[config.mk]
export PLATFORM = sky130hd
export DESIGN_NAME = alu_coproc_top
export DESIGN_NICKNAME = d
export VERILOG_FILES = /design/src/alu_pkg.sv /design/src/sync_fifo.sv /design/src/wb_alu_port.sv /design/src/radix2_divider.sv /design/src/alu_exec.sv /design/src/alu_coproc_top.sv
export SDC_FILE = /design/constraint.sdc
export NUM_CORES = 2
export LEC_CHECK = 0
export BUFFER_PORTS_ARGS = -buffer_cell sky130_fd_sc_hd__buf_2
export CORE_MARGIN = 5
export CORE_UTILIZATION = 25
export DETAILED_ROUTE_END_ITERATION = 7
export HOLD_SLACK_MARGIN = 0.06
export SYNTH_ARGS = -nofsm -noshare
export SYNTH_HDL_FRONTEND = slang
export SYNTH_HIERARCHICAL = 1
export SYNTH_SLANG_ARGS = --single-unit
[constraint.sdc]
create_clock -name clk -period 12.3 [get_ports clk]
set_clock_uncertainty 0.05 [all_clocks]
set_input_delay 1.845 -clock clk [delete_from_list [all_inputs] [get_ports clk]]
set_output_delay 1.845 -clock clk [all_outputs]
set_load 0.01 [all_outputs]
[src/alu_pkg.sv]
// ~~~~~~~~~~~~~~~~~~~~~~~~~~~~~~~~~~~~~~~~~~~~~~~~~~~~~~~~~~~~~~~~~~~~~
// Shared types and constants of the arithmetic coprocessor: opcodes,
// the host register map, STATUS field positions, command/result words
// ~~~~~~~~~~~~~~~~~~~~~~~~~~~~~~~~~~~~~~~~~~~~~~~~~~~~~~~~~~~~~~~~~~~~~
package alu_pkg;

    typedef logic [31:0] word_t;

    typedef enum logic [2:0] {
        OP_SHL = 3'd0,               // a << b[4:0]
        OP_SRL = 3'd1,               // logical right
        OP_SRA = 3'd2,               // arithmetic right
        OP_MUL = 3'd3,               // 64-bit unsigned product
        OP_DIV = 3'd4                // quotient and remainder, 5..7 illegal
    } alu_op_t;

    typedef struct packed {
        alu_op_t op;
        word_t   a;
        word_t   b;
    } alu_cmd_t;                     // 67 bits

    typedef struct packed {
        word_t lo;                   // shift / low product / quotient
        word_t hi;                   // zero / high product / remainder
        logic  dbz;                  // divide by zero
    } alu_res_t;                     // 65 bits

    typedef logic [2:0] reg_addr_t;  // word address

    localparam reg_addr_t REG_OPA    = 3'd0;  // rw
    localparam reg_addr_t REG_OPB    = 3'd1;  // rw
    localparam reg_addr_t REG_CMD    = 3'd2;  // wo, pushes a command
    localparam reg_addr_t REG_STATUS = 3'd3;  // ro
    localparam reg_addr_t REG_RES_LO = 3'd4;  // ro
    localparam reg_addr_t REG_RES_HI = 3'd5;  // ro, read pops the result

    localparam int ST_FULL_BIT = 0;  // command queue full
    localparam int ST_DBZ_BIT  = 1;  // dbz of head result
    localparam int ST_CNT_LSB  = 8;  // results waiting, bits 15..8
    localparam int ST_CNT_W    = 8;

endpackage

[src/sync_fifo.sv]
// ~~~~~~~~~~~~~~~~~~~~~~~~~~~~~~~~~~~~~~~~~~~~~~~~~~~~~~~~~~~~~~~~~~~~~
// Synchronous queue for any packed payload. Head is shown on pop_data,
// a pop removes it; a push lands at pop_data one cycle later when empty
// ~~~~~~~~~~~~~~~~~~~~~~~~~~~~~~~~~~~~~~~~~~~~~~~~~~~~~~~~~~~~~~~~~~~~~
`timescale 1ns/1ps

module sync_fifo #(
    parameter type payload_t = logic,
    parameter int  DEPTH     = 4
) (
    input  logic                         clk,
    input  logic                         rst,
    input  logic                         push,
    input  payload_t                     push_data,
    output logic                         full,
    input  logic                         pop,
    output payload_t                     pop_data,
    output logic                         empty,
    output logic [$clog2(DEPTH+1)-1:0]   count
);
    localparam int AW = (DEPTH > 1) ? $clog2(DEPTH) : 1;
    localparam int CW = $clog2(DEPTH + 1);

    payload_t      mem [DEPTH];      // storage, no reset
    logic [AW-1:0] wr_ptr;
    logic [AW-1:0] rd_ptr;
    logic          do_push;
    logic          do_pop;

    assign do_push  = push && !full;  // push while full is ignored
    assign do_pop   = pop && !empty;
    assign full     = (count == CW'(DEPTH));
    assign empty    = (count == '0);
    assign pop_data = mem[rd_ptr];    // head of queue

    always_ff @(posedge clk) begin
        if (do_push) mem[wr_ptr] <= push_data;
    end

    always_ff @(posedge clk) begin
        if (rst) begin
            wr_ptr <= '0;
            rd_ptr <= '0;
            count  <= '0;
        end else begin
            if (do_push) wr_ptr <= (wr_ptr == AW'(DEPTH - 1)) ? '0 : wr_ptr + 1'b1;  // wrap
            if (do_pop)  rd_ptr <= (rd_ptr == AW'(DEPTH - 1)) ? '0 : rd_ptr + 1'b1;
            case ({do_push, do_pop})
                2'b10:   count <= count + 1'b1;
                2'b01:   count <= count - 1'b1;
                default: count <= count;     // both or neither
            endcase
        end
    end

    no_push_when_full: assert property (@(posedge clk) disable iff (rst) !(push && full))
        else $error("push into full queue");
    no_pop_when_empty: assert property (@(posedge clk) disable iff (rst) !(pop && empty))
        else $error("pop from empty queue");

endmodule

[src/wb_alu_port.sv]
// ~~~~~~~~~~~~~~~~~~~~~~~~~~~~~~~~~~~~~~~~~~~~~~~~~~~~~~~~~~~~~~~~~~~~~
// Wishbone classic slave of the coprocessor. Holds the operands, turns
// a REG_CMD write into a queued command, returns and pops results
// ~~~~~~~~~~~~~~~~~~~~~~~~~~~~~~~~~~~~~~~~~~~~~~~~~~~~~~~~~~~~~~~~~~~~~
`timescale 1ns/1ps

module wb_alu_port #(
    parameter int CNT_W = 3              // width of res_count
) (
    input  logic               clk,
    input  logic               rst,
    input  logic               cyc,
    input  logic               stb,
    input  logic               we,
    input  alu_pkg::reg_addr_t adr,
    input  alu_pkg::word_t     dat_w,
    output alu_pkg::word_t     dat_r,
    output logic               ack,
    output logic               cmd_push,
    output alu_pkg::alu_cmd_t  cmd_data,
    input  logic               cmd_full,
    output logic               res_pop,
    input  alu_pkg::alu_res_t  res_data,
    input  logic               res_empty,
    input  logic [CNT_W-1:0]   res_count
);
    import alu_pkg::*;

    word_t opa;                          // operand a
    word_t opb;                          // operand b
    word_t status;
    word_t rd_val;                       // read mux
    logic  req;
    logic  cmd_wr;
    logic  hold;
    logic  op_legal;

    assign req      = cyc && stb && !ack;         // new access outside the ack cycle
    assign cmd_wr   = req && we && (adr == REG_CMD);
    assign hold     = cmd_wr && cmd_full;         // ack withheld as back-pressure
    assign op_legal = (dat_w[2:0] <= 3'(OP_DIV));
    assign cmd_push = cmd_wr && !cmd_full && op_legal;  // illegal codes dropped
    assign cmd_data = '{op: alu_op_t'(dat_w[2:0]), a: opa, b: opb};
    assign res_pop  = req && !we && (adr == REG_RES_HI) && !res_empty;

    always_comb begin
        status                          = '0;
        status[ST_FULL_BIT]             = cmd_full;
        status[ST_DBZ_BIT]              = !res_empty && res_data.dbz;
        status[ST_CNT_LSB +: ST_CNT_W]  = ST_CNT_W'(res_count);
    end

    always_comb begin
        case (adr)
            REG_OPA:    rd_val = opa;
            REG_OPB:    rd_val = opb;
            REG_STATUS: rd_val = status;
            REG_RES_LO: rd_val = res_empty ? '0 : res_data.lo;  // zero when none waits
            REG_RES_HI: rd_val = res_empty ? '0 : res_data.hi;
            default:    rd_val = '0;                            // cmd is write only
        endcase
    end

    always_ff @(posedge clk) begin
        if (rst) begin
            ack <= 1'b0;
            opa <= '0;
            opb <= '0;
        end else begin
            ack <= req && !hold;         // one-cycle registered pulse
            if (req && we) begin
                case (adr)
                    REG_OPA: opa <= dat_w;
                    REG_OPB: opb <= dat_w;
                    default: ;           // cmd pushed and the rest read only
                endcase
            end
        end
    end

    always_ff @(posedge clk) begin
        if (req && !we) dat_r <= rd_val;  // valid with ack
    end

    ack_needs_stb: assert property (@(posedge clk) disable iff (rst)
        ack |-> (cyc && stb))
        else $error("ack without a bus request");

endmodule

[src/radix2_divider.sv]
// ~~~~~~~~~~~~~~~~~~~~~~~~~~~~~~~~~~~~~~~~~~~~~~~~~~~~~~~~~~~~~~~~~~~~~
// Restoring unsigned divider, one quotient bit per cycle. Pulse start
// with x and y, busy holds for 32 cycles, then q, r and dbz are valid
// ~~~~~~~~~~~~~~~~~~~~~~~~~~~~~~~~~~~~~~~~~~~~~~~~~~~~~~~~~~~~~~~~~~~~~
`timescale 1ns/1ps

module radix2_divider (
    input  logic           clk,
    input  logic           rst,
    input  logic           start,
    input  alu_pkg::word_t x,        // dividend
    input  alu_pkg::word_t y,        // divisor
    output logic           busy,
    output logic           dbz,
    output alu_pkg::word_t q,        // quotient
    output alu_pkg::word_t r         // remainder
);
    import alu_pkg::*;

    localparam int W = $bits(word_t);

    logic [W:0]   acc;               // partial remainder, one bit wider
    logic [W:0]   diff;
    logic [W-1:0] rem_n;
    logic [W-1:0] qsh;               // dividend bits out, quotient bits in
    word_t        ydiv;              // latched divisor
    logic [4:0]   cnt;               // 31 down to 0
    logic         ge;

    assign diff  = acc - {1'b0, ydiv};
    assign ge    = (acc >= {1'b0, ydiv});   // always true for y == 0
    assign rem_n = ge ? diff[W-1:0] : acc[W-1:0];  // restore on borrow
    assign q     = qsh;

    always_ff @(posedge clk) begin
        if (rst) begin
            busy <= 1'b0;
            dbz  <= 1'b0;
            cnt  <= '0;
        end else if (start) begin
            busy <= 1'b1;
            dbz  <= (y == '0);           // flag taken at start
            cnt  <= 5'd31;
        end else if (busy) begin
            cnt <= cnt - 5'd1;
            if (cnt == 5'd0) busy <= 1'b0;  // last bit done
        end
    end

    always_ff @(posedge clk) begin
        if (start) begin
            acc  <= {{W{1'b0}}, x[W-1]};    // first dividend bit
            qsh  <= {x[W-2:0], 1'b0};
            ydiv <= y;
        end else if (busy) begin
            acc <= {rem_n, qsh[W-1]};       // shift in next dividend bit
            qsh <= {qsh[W-2:0], ge};
            if (cnt == 5'd0) r <= rem_n;    // final remainder
        end
    end

endmodule

[src/alu_exec.sv]
// ~~~~~~~~~~~~~~~~~~~~~~~~~~~~~~~~~~~~~~~~~~~~~~~~~~~~~~~~~~~~~~~~~~~~~
// Execute unit. Pops one command at a time, does shifts and the product
// in one cycle, runs divisions on the iterative divider
// ~~~~~~~~~~~~~~~~~~~~~~~~~~~~~~~~~~~~~~~~~~~~~~~~~~~~~~~~~~~~~~~~~~~~~
`timescale 1ns/1ps

module alu_exec (
    input  logic              clk,
    input  logic              rst,
    output logic              cmd_pop,
    input  alu_pkg::alu_cmd_t cmd_data,
    input  logic              cmd_empty,
    output logic              res_push,
    output alu_pkg::alu_res_t res_data,
    input  logic              res_full
);
    import alu_pkg::*;

    typedef enum logic [1:0] {
        ST_IDLE,                     // waiting for a command
        ST_DIV,                      // divider running
        ST_HOLD                      // result ready, pushing
    } state_t;

    state_t      state;
    alu_res_t    res_q;              // finished result
    logic [63:0] prod;
    logic [4:0]  amt;                // shift amount
    logic        div_start;
    logic        div_busy;
    logic        div_dbz;
    word_t       div_q;
    word_t       div_r;

    assign cmd_pop   = (state == ST_IDLE) && !cmd_empty;
    assign div_start = cmd_pop && (cmd_data.op == OP_DIV);
    assign res_push  = (state == ST_HOLD) && !res_full;  // held while queue full
    assign res_data  = res_q;
    assign amt       = cmd_data.b[4:0];
    assign prod      = 64'(cmd_data.a) * 64'(cmd_data.b);

    always_ff @(posedge clk) begin
        if (rst) begin
            state <= ST_IDLE;
        end else begin
            case (state)
                ST_IDLE: if (cmd_pop) state <= div_start ? ST_DIV : ST_HOLD;
                ST_DIV:  if (!div_busy) state <= ST_HOLD;  // busy set the cycle after start
                ST_HOLD: if (res_push) state <= ST_IDLE;
                default: state <= ST_IDLE;
            endcase
        end
    end

    always_ff @(posedge clk) begin
        if (cmd_pop) begin
            case (cmd_data.op)
                OP_SHL:  res_q <= '{lo: cmd_data.a << amt, hi: '0, dbz: 1'b0};
                OP_SRL:  res_q <= '{lo: cmd_data.a >> amt, hi: '0, dbz: 1'b0};
                OP_SRA:  res_q <= '{lo: word_t'($signed(cmd_data.a) >>> amt), hi: '0, dbz: 1'b0};
                OP_MUL:  res_q <= '{lo: prod[31:0], hi: prod[63:32], dbz: 1'b0};
                default: res_q <= res_q;     // division fills in later
            endcase
        end else if (state == ST_DIV && !div_busy) begin
            res_q <= '{lo: div_q, hi: div_r, dbz: div_dbz};
        end
    end

    radix2_divider radix2_divider_inst (
        .clk   (clk),
        .rst   (rst),
        .start (div_start),
        .x     (cmd_data.a),
        .y     (cmd_data.b),
        .busy  (div_busy),
        .dbz   (div_dbz),
        .q     (div_q),
        .r     (div_r)
    );

    no_start_while_busy: assert property (@(posedge clk) disable iff (rst)
        div_start |-> !div_busy)
        else $error("divider started while busy");

endmodule

[src/alu_coproc_top.sv]
// ~~~~~~~~~~~~~~~~~~~~~~~~~~~~~~~~~~~~~~~~~~~~~~~~~~~~~~~~~~~~~~~~~~~~~
// Coprocessor top: Wishbone port, command queue, execute unit and
// result queue. Queue depths are set here
// ~~~~~~~~~~~~~~~~~~~~~~~~~~~~~~~~~~~~~~~~~~~~~~~~~~~~~~~~~~~~~~~~~~~~~
`timescale 1ns/1ps

module alu_coproc_top #(
    parameter int CMD_DEPTH = 4,
    parameter int RES_DEPTH = 4
) (
    input  logic               clk,
    input  logic               rst,
    input  logic               cyc,
    input  logic               stb,
    input  logic               we,
    input  alu_pkg::reg_addr_t adr,
    input  alu_pkg::word_t     dat_w,
    output alu_pkg::word_t     dat_r,
    output logic               ack
);
    import alu_pkg::*;

    localparam int RES_CW = $clog2(RES_DEPTH + 1);

    logic              cmd_push, cmd_full, cmd_pop, cmd_empty;
    alu_cmd_t          cmd_in, cmd_head;  // into queue / head to exec
    logic              res_push, res_full, res_pop, res_empty;
    alu_res_t          res_in, res_head;
    logic [RES_CW-1:0] res_count;         // shown in STATUS

    wb_alu_port #(.CNT_W(RES_CW)) wb_alu_port_inst (
        .clk(clk), .rst(rst), .cyc(cyc), .stb(stb), .we(we), .adr(adr),
        .dat_w(dat_w), .dat_r(dat_r), .ack(ack),
        .cmd_push(cmd_push), .cmd_data(cmd_in), .cmd_full(cmd_full),
        .res_pop(res_pop), .res_data(res_head), .res_empty(res_empty),
        .res_count(res_count)
    );

    sync_fifo #(.payload_t(alu_cmd_t), .DEPTH(CMD_DEPTH)) cmd_fifo_inst (
        .clk(clk), .rst(rst), .push(cmd_push), .push_data(cmd_in), .full(cmd_full),
        .pop(cmd_pop), .pop_data(cmd_head), .empty(cmd_empty), .count()
    );

    alu_exec alu_exec_inst (
        .clk(clk), .rst(rst), .cmd_pop(cmd_pop), .cmd_data(cmd_head),
        .cmd_empty(cmd_empty), .res_push(res_push), .res_data(res_in),
        .res_full(res_full)
    );

    sync_fifo #(.payload_t(alu_res_t), .DEPTH(RES_DEPTH)) res_fifo_inst (
        .clk(clk), .rst(rst), .push(res_push), .push_data(res_in), .full(res_full),
        .pop(res_pop), .pop_data(res_head), .empty(res_empty), .count(res_count)
    );

endmodule

==> reports/summary.log <==
INFO  clock_tree     clkLatencyLatePin=0.70ns
INFO  clock_tree     cts_tree=done
INFO  power          leakagePower=0.0325µW
INFO  logic_synthesis async_reset_ff_share=0%
INFO  critical_path  r2r_slack=2.20ns
INFO  sta            layout_worst_path_cycle_share=82.2%
INFO  logic_synthesis netlist_instances=6368
INFO  critical_path  worstSetupPathType=flop to flop
INFO  placed_design  placed_cells=9905
INFO  clock_tree     cts.sinks=846
INFO  floorplanning  number_of_top_level_pins=73
INFO  clock_tree     cts_setup_buffers=0
INFO  floorplanning  coreArea=0.285mm²
INFO  power          sequentialPowerShare=51.8%
INFO  route          antenna_violating_nets_post_route=0
INFO  global_route   vias_in_the_first_global_route=51200
INFO  floorplanning  fp.dieW=545µm
INFO  cells_and_area fin_cells=10100
INFO  logic_synthesis yosys_warnings=6
INFO  hold_path      cells_on_worst_hold_path=2
INFO  critical_path  worst_setup_path_end_kind=flop
INFO  floorplanning  start_util=25.1%
INFO  sta            grt_setup_unrepaired=no
INFO  logic_synthesis top_cells_by_area_in_the_synthesized_netlist=sky130_fd_sc_hd__edfxtp_1 30%, sky130_fd_sc_hd__fa_1 25%, sky130_fd_sc_hd__ha_1 5.4%, sky130_fd_sc_hd__and2_1 5.3%, sky130_fd_sc_hd__inv_1 4.9%
INFO  sta            final.min_clock_period=10.10ns
INFO  cells_and_area n_fill_cell=29500
INFO  global_route   grt_first_pass_wirelength=331mm
INFO  route          dr.pass1.iters=6
INFO  critical_path  critical_path.reg2reg.endpoint=alu_exec_inst/res_data[26]
INFO  clock_tree     cts-buffers-inserted=82
INFO  sta            max_clock_freq=99.0MHz
INFO  clock_tree     cts.clk_slew.worst_paths=0.06ns
INFO  floorplanning  floorplan.rows=196
INFO  critical_path  crit_path_max_fanout=34
INFO  cells_and_area syn2layout_area_growth=9.58%
INFO  logic_synthesis ys_types=117
INFO  hold_path      timing.hold.worst.class=flop to flop
INFO  placed_design  post_dp_hpwl=160mm
INFO  placed_design  place.port_buffers=72
INFO  critical_path  startpoint_type=flop
INFO  critical_path  critPathArrivalTime=10.52ns
INFO  sta            timing.final.setup_violations=0
INFO  logic_synthesis synth_seq_cells=846
INFO  power          p_int=4640µW
INFO  logic_synthesis synth.top_cell.area_share=30.2%
INFO  global_route   gr-usage-all-layers=14.4%
INFO  clock_tree     clockBufferDepth=3
INFO  job            timing.max_cap.violations=0
INFO  sta            tightestPinTransition=1.37ns
INFO  route          detail_route.wirelength=218mm
INFO  route          route.detailed.vias_per_inst=4.83
INFO  logic_synthesis synth.top_cells.by_count=930 x sky130_fd_sc_hd__inv_1, 899 x sky130_fd_sc_hd__fa_1, 721 x sky130_fd_sc_hd__edfxtp_1
INFO  power          clock_share_of_power=42.7%
INFO  sta            final-hold-violation-count=0
INFO  hold_path      hold_path_startpoint=alu_exec_inst/radix2_divider_inst/dbz
INFO  sta            relSlewSlack=6.11%
INFO  logic_synthesis syn_nets=7616
INFO  global_route   grt_start_max_net_pins=91
INFO  route          drc=0
INFO  logic_synthesis synth_area_per_cell=11.3µm²
INFO  cells_and_area final_util=27.5%
INFO  cells_and_area nets=7475
INFO  cells_and_area sequential_cell_area=0.0242mm²
INFO  logic_synthesis synth_enable_flop_cells=721
INFO  cells_and_area drive_above_1_share=8.72%
INFO  floorplanning  floorplan.die.height=545µm
INFO  power          power_density=76.8mW/mm²
INFO  sta            tns=0ns
INFO  floorplanning  dieArea=0.298mm²
INFO  sta            slew_viol_final=0
INFO  power          p_switching=1390µW
INFO  route          vias=48600
INFO  clock_tree     clk_root_buffer_cell=sky130_fd_sc_hd__clkbuf_16
INFO  logic_synthesis yosysTopAreaCell=sky130_fd_sc_hd__edfxtp_1
INFO  logic_synthesis yosysSeqAreaShare=33.7%
INFO  route          drt_first_iter_violations=4492
INFO  placed_design  gp_congestion=0.936
INFO  logic_synthesis synthMostInstantiatedCell=sky130_fd_sc_hd__inv_1
INFO  cells_and_area multiInputGateArea=0.0423mm²
INFO  outcome        outcome=finished, final reports clean
INFO  logic_synthesis synth_area=0.0717mm²
INFO  global_route   overflow=0
INFO  critical_path  worst_endpoint_required_time=12.71ns
INFO  critical_path  ff2ff_path_depth=25
INFO  clock_tree     quantity_of_hold_fixing_buffers_added_after_cts=0
INFO  power          pwr-share-comb=5.5%
INFO  logic_synthesis synthFlopType=sky130_fd_sc_hd__edfxtp_1
INFO  power          irDropWorstVdd=0.0924mV
INFO  hold_path      whs_endpoint=alu_exec_inst/radix2_divider_inst/dbz
INFO  power          power_switching_share=23.1%
INFO  route          detail_route.wl_per_cell=21.7µm
INFO  clock_tree     cts_resized=0
INFO  clock_tree     htreeDepth=3
INFO  global_route   grt_antenna_before_repair=5
## sequential cells by signal, indices dropped and copies added, names as in the netlist, 33 cells and up, named ones only
signal                                 count
alu_exec_inst/res_data                    65
alu_exec_inst/radix2_divider_inst/acc     33
res_fifo_inst/mem                        260
cmd_fifo_inst/mem                        268
## metal layers
layer / wire (µm) / global-route usage, %
met1: 90600 / 19.2
met2: 104000 / 23.9
met3: 13700 / 1.67
met4: 9910 / 5.71
met5: 27 / 0
## cell type report
type	count	area share (%)
Multi-Input combinational cell	4189	53.8
Clock buffer	114	2.91
Inverter	934	4.46
Tap cell	3762	5.99
Antenna cell	3	0.00956
Clock inverter	40	0.591
Timing Repair Buffer	174	1.47
Sequential cell	846	30.8
## power groups by stage
stage               clock network, µW  registers (µW)  logic, µW
CTS                              2600            3130        325
global route                     2720            3130        359
floorplan                           0            3180        229
global placement                    0            3190        320
detailed placement                  0            3190        323
finish                           2570            3130        330
## cell families after synthesis
kind of cell	count (synthesis)	synth area share [%]
AND/OR/NAND/NOR	1808	13.0
buffers and inverters	1333	7.49
adder cells (fa/ha/maj)	1208	30.5
flip-flops	846	33.7
AO/OA/AOI/OAI	748	7.04
multiplexers	340	7.29
XOR/XNOR	85	1.04
## metrics by stage
stage	instance area (µm²)	hold slack [ns]	worst slack [ns]	total power (µW)
floorplan	71700	0.385	4.12	3410
global placement	75800	0.402	2.30	3510
detailed placement	75800	0.414	2.27	3510
CTS	78500	0.426	2.23	6050
global route	78500	0.455	1.91	6210
finish	78600	0.428	2.20	6030
## cell usage in the layout, fill, tap and decap left out, types with 40 or more instances in the layout
cell / n
sky130_fd_sc_hd__nor2_1: 218
sky130_fd_sc_hd__nand2b_1: 134
sky130_fd_sc_hd__o21ai_0: 152
sky130_fd_sc_hd__xnor2_1: 48
sky130_fd_sc_hd__buf_4: 101
sky130_fd_sc_hd__ha_1: 309
sky130_fd_sc_hd__clkbuf_16: 82
sky130_fd_sc_hd__nand2_1: 611
sky130_fd_sc_hd__mux2i_1: 175
sky130_fd_sc_hd__a21o_1: 51
sky130_fd_sc_hd__mux4_2: 141
sky130_fd_sc_hd__and2_1: 608
sky130_fd_sc_hd__edfxtp_1: 721
sky130_fd_sc_hd__dfxtp_1: 120
sky130_fd_sc_hd__a21oi_1: 161
sky130_fd_sc_hd__fa_1: 899
sky130_fd_sc_hd__inv_1: 930
sky130_fd_sc_hd__buf_2: 71
sky130_fd_sc_hd__nand4_1: 40
## critical path, stage by stage, from the launching register on
cell                        delay (ns)
sky130_fd_sc_hd__dfxtp_4          0.83
sky130_fd_sc_hd__buf_12           0.33
sky130_fd_sc_hd__mux4_2           0.98
sky130_fd_sc_hd__and2_1           0.35
sky130_fd_sc_hd__fa_1             0.58
sky130_fd_sc_hd__fa_1             0.44
sky130_fd_sc_hd__fa_1             0.52
sky130_fd_sc_hd__inv_1            0.05
sky130_fd_sc_hd__fa_1             0.48
sky130_fd_sc_hd__inv_1            0.05
sky130_fd_sc_hd__fa_1             0.51
sky130_fd_sc_hd__inv_1            0.06
sky130_fd_sc_hd__fa_1             0.53
sky130_fd_sc_hd__inv_1            0.05
sky130_fd_sc_hd__fa_1             0.51
sky130_fd_sc_hd__fa_1             0.43
sky130_fd_sc_hd__ha_1             0.40
sky130_fd_sc_hd__and3_2           0.30
sky130_fd_sc_hd__nand4_1          0.13
sky130_fd_sc_hd__nor2_1           0.14
sky130_fd_sc_hd__o211ai_1         0.23
sky130_fd_sc_hd__o221ai_1         0.60
sky130_fd_sc_hd__o2111ai_1        0.34
sky130_fd_sc_hd__a21oi_2          0.34
sky130_fd_sc_hd__xnor2_1          0.20
sky130_fd_sc_hd__o31ai_1          0.36
## worst max path at each step
stage	endpoint	slack, ns	cells past startpoint
6_report	alu_exec_inst/res_data[26]	2.20	25
3_3_place_gp	alu_exec_inst/res_data[26]	2.30	25
2_1_floorplan	alu_exec_inst/res_data[32]	4.12	30
4_1_cts	alu_exec_inst/res_data[26]	2.23	25
3_5_place_dp	alu_exec_inst/res_data[26]	2.27	25
5_1_grt	alu_exec_inst/res_data[26]	1.91	22
No activity file was read; power rests on OpenSTA's default activity.
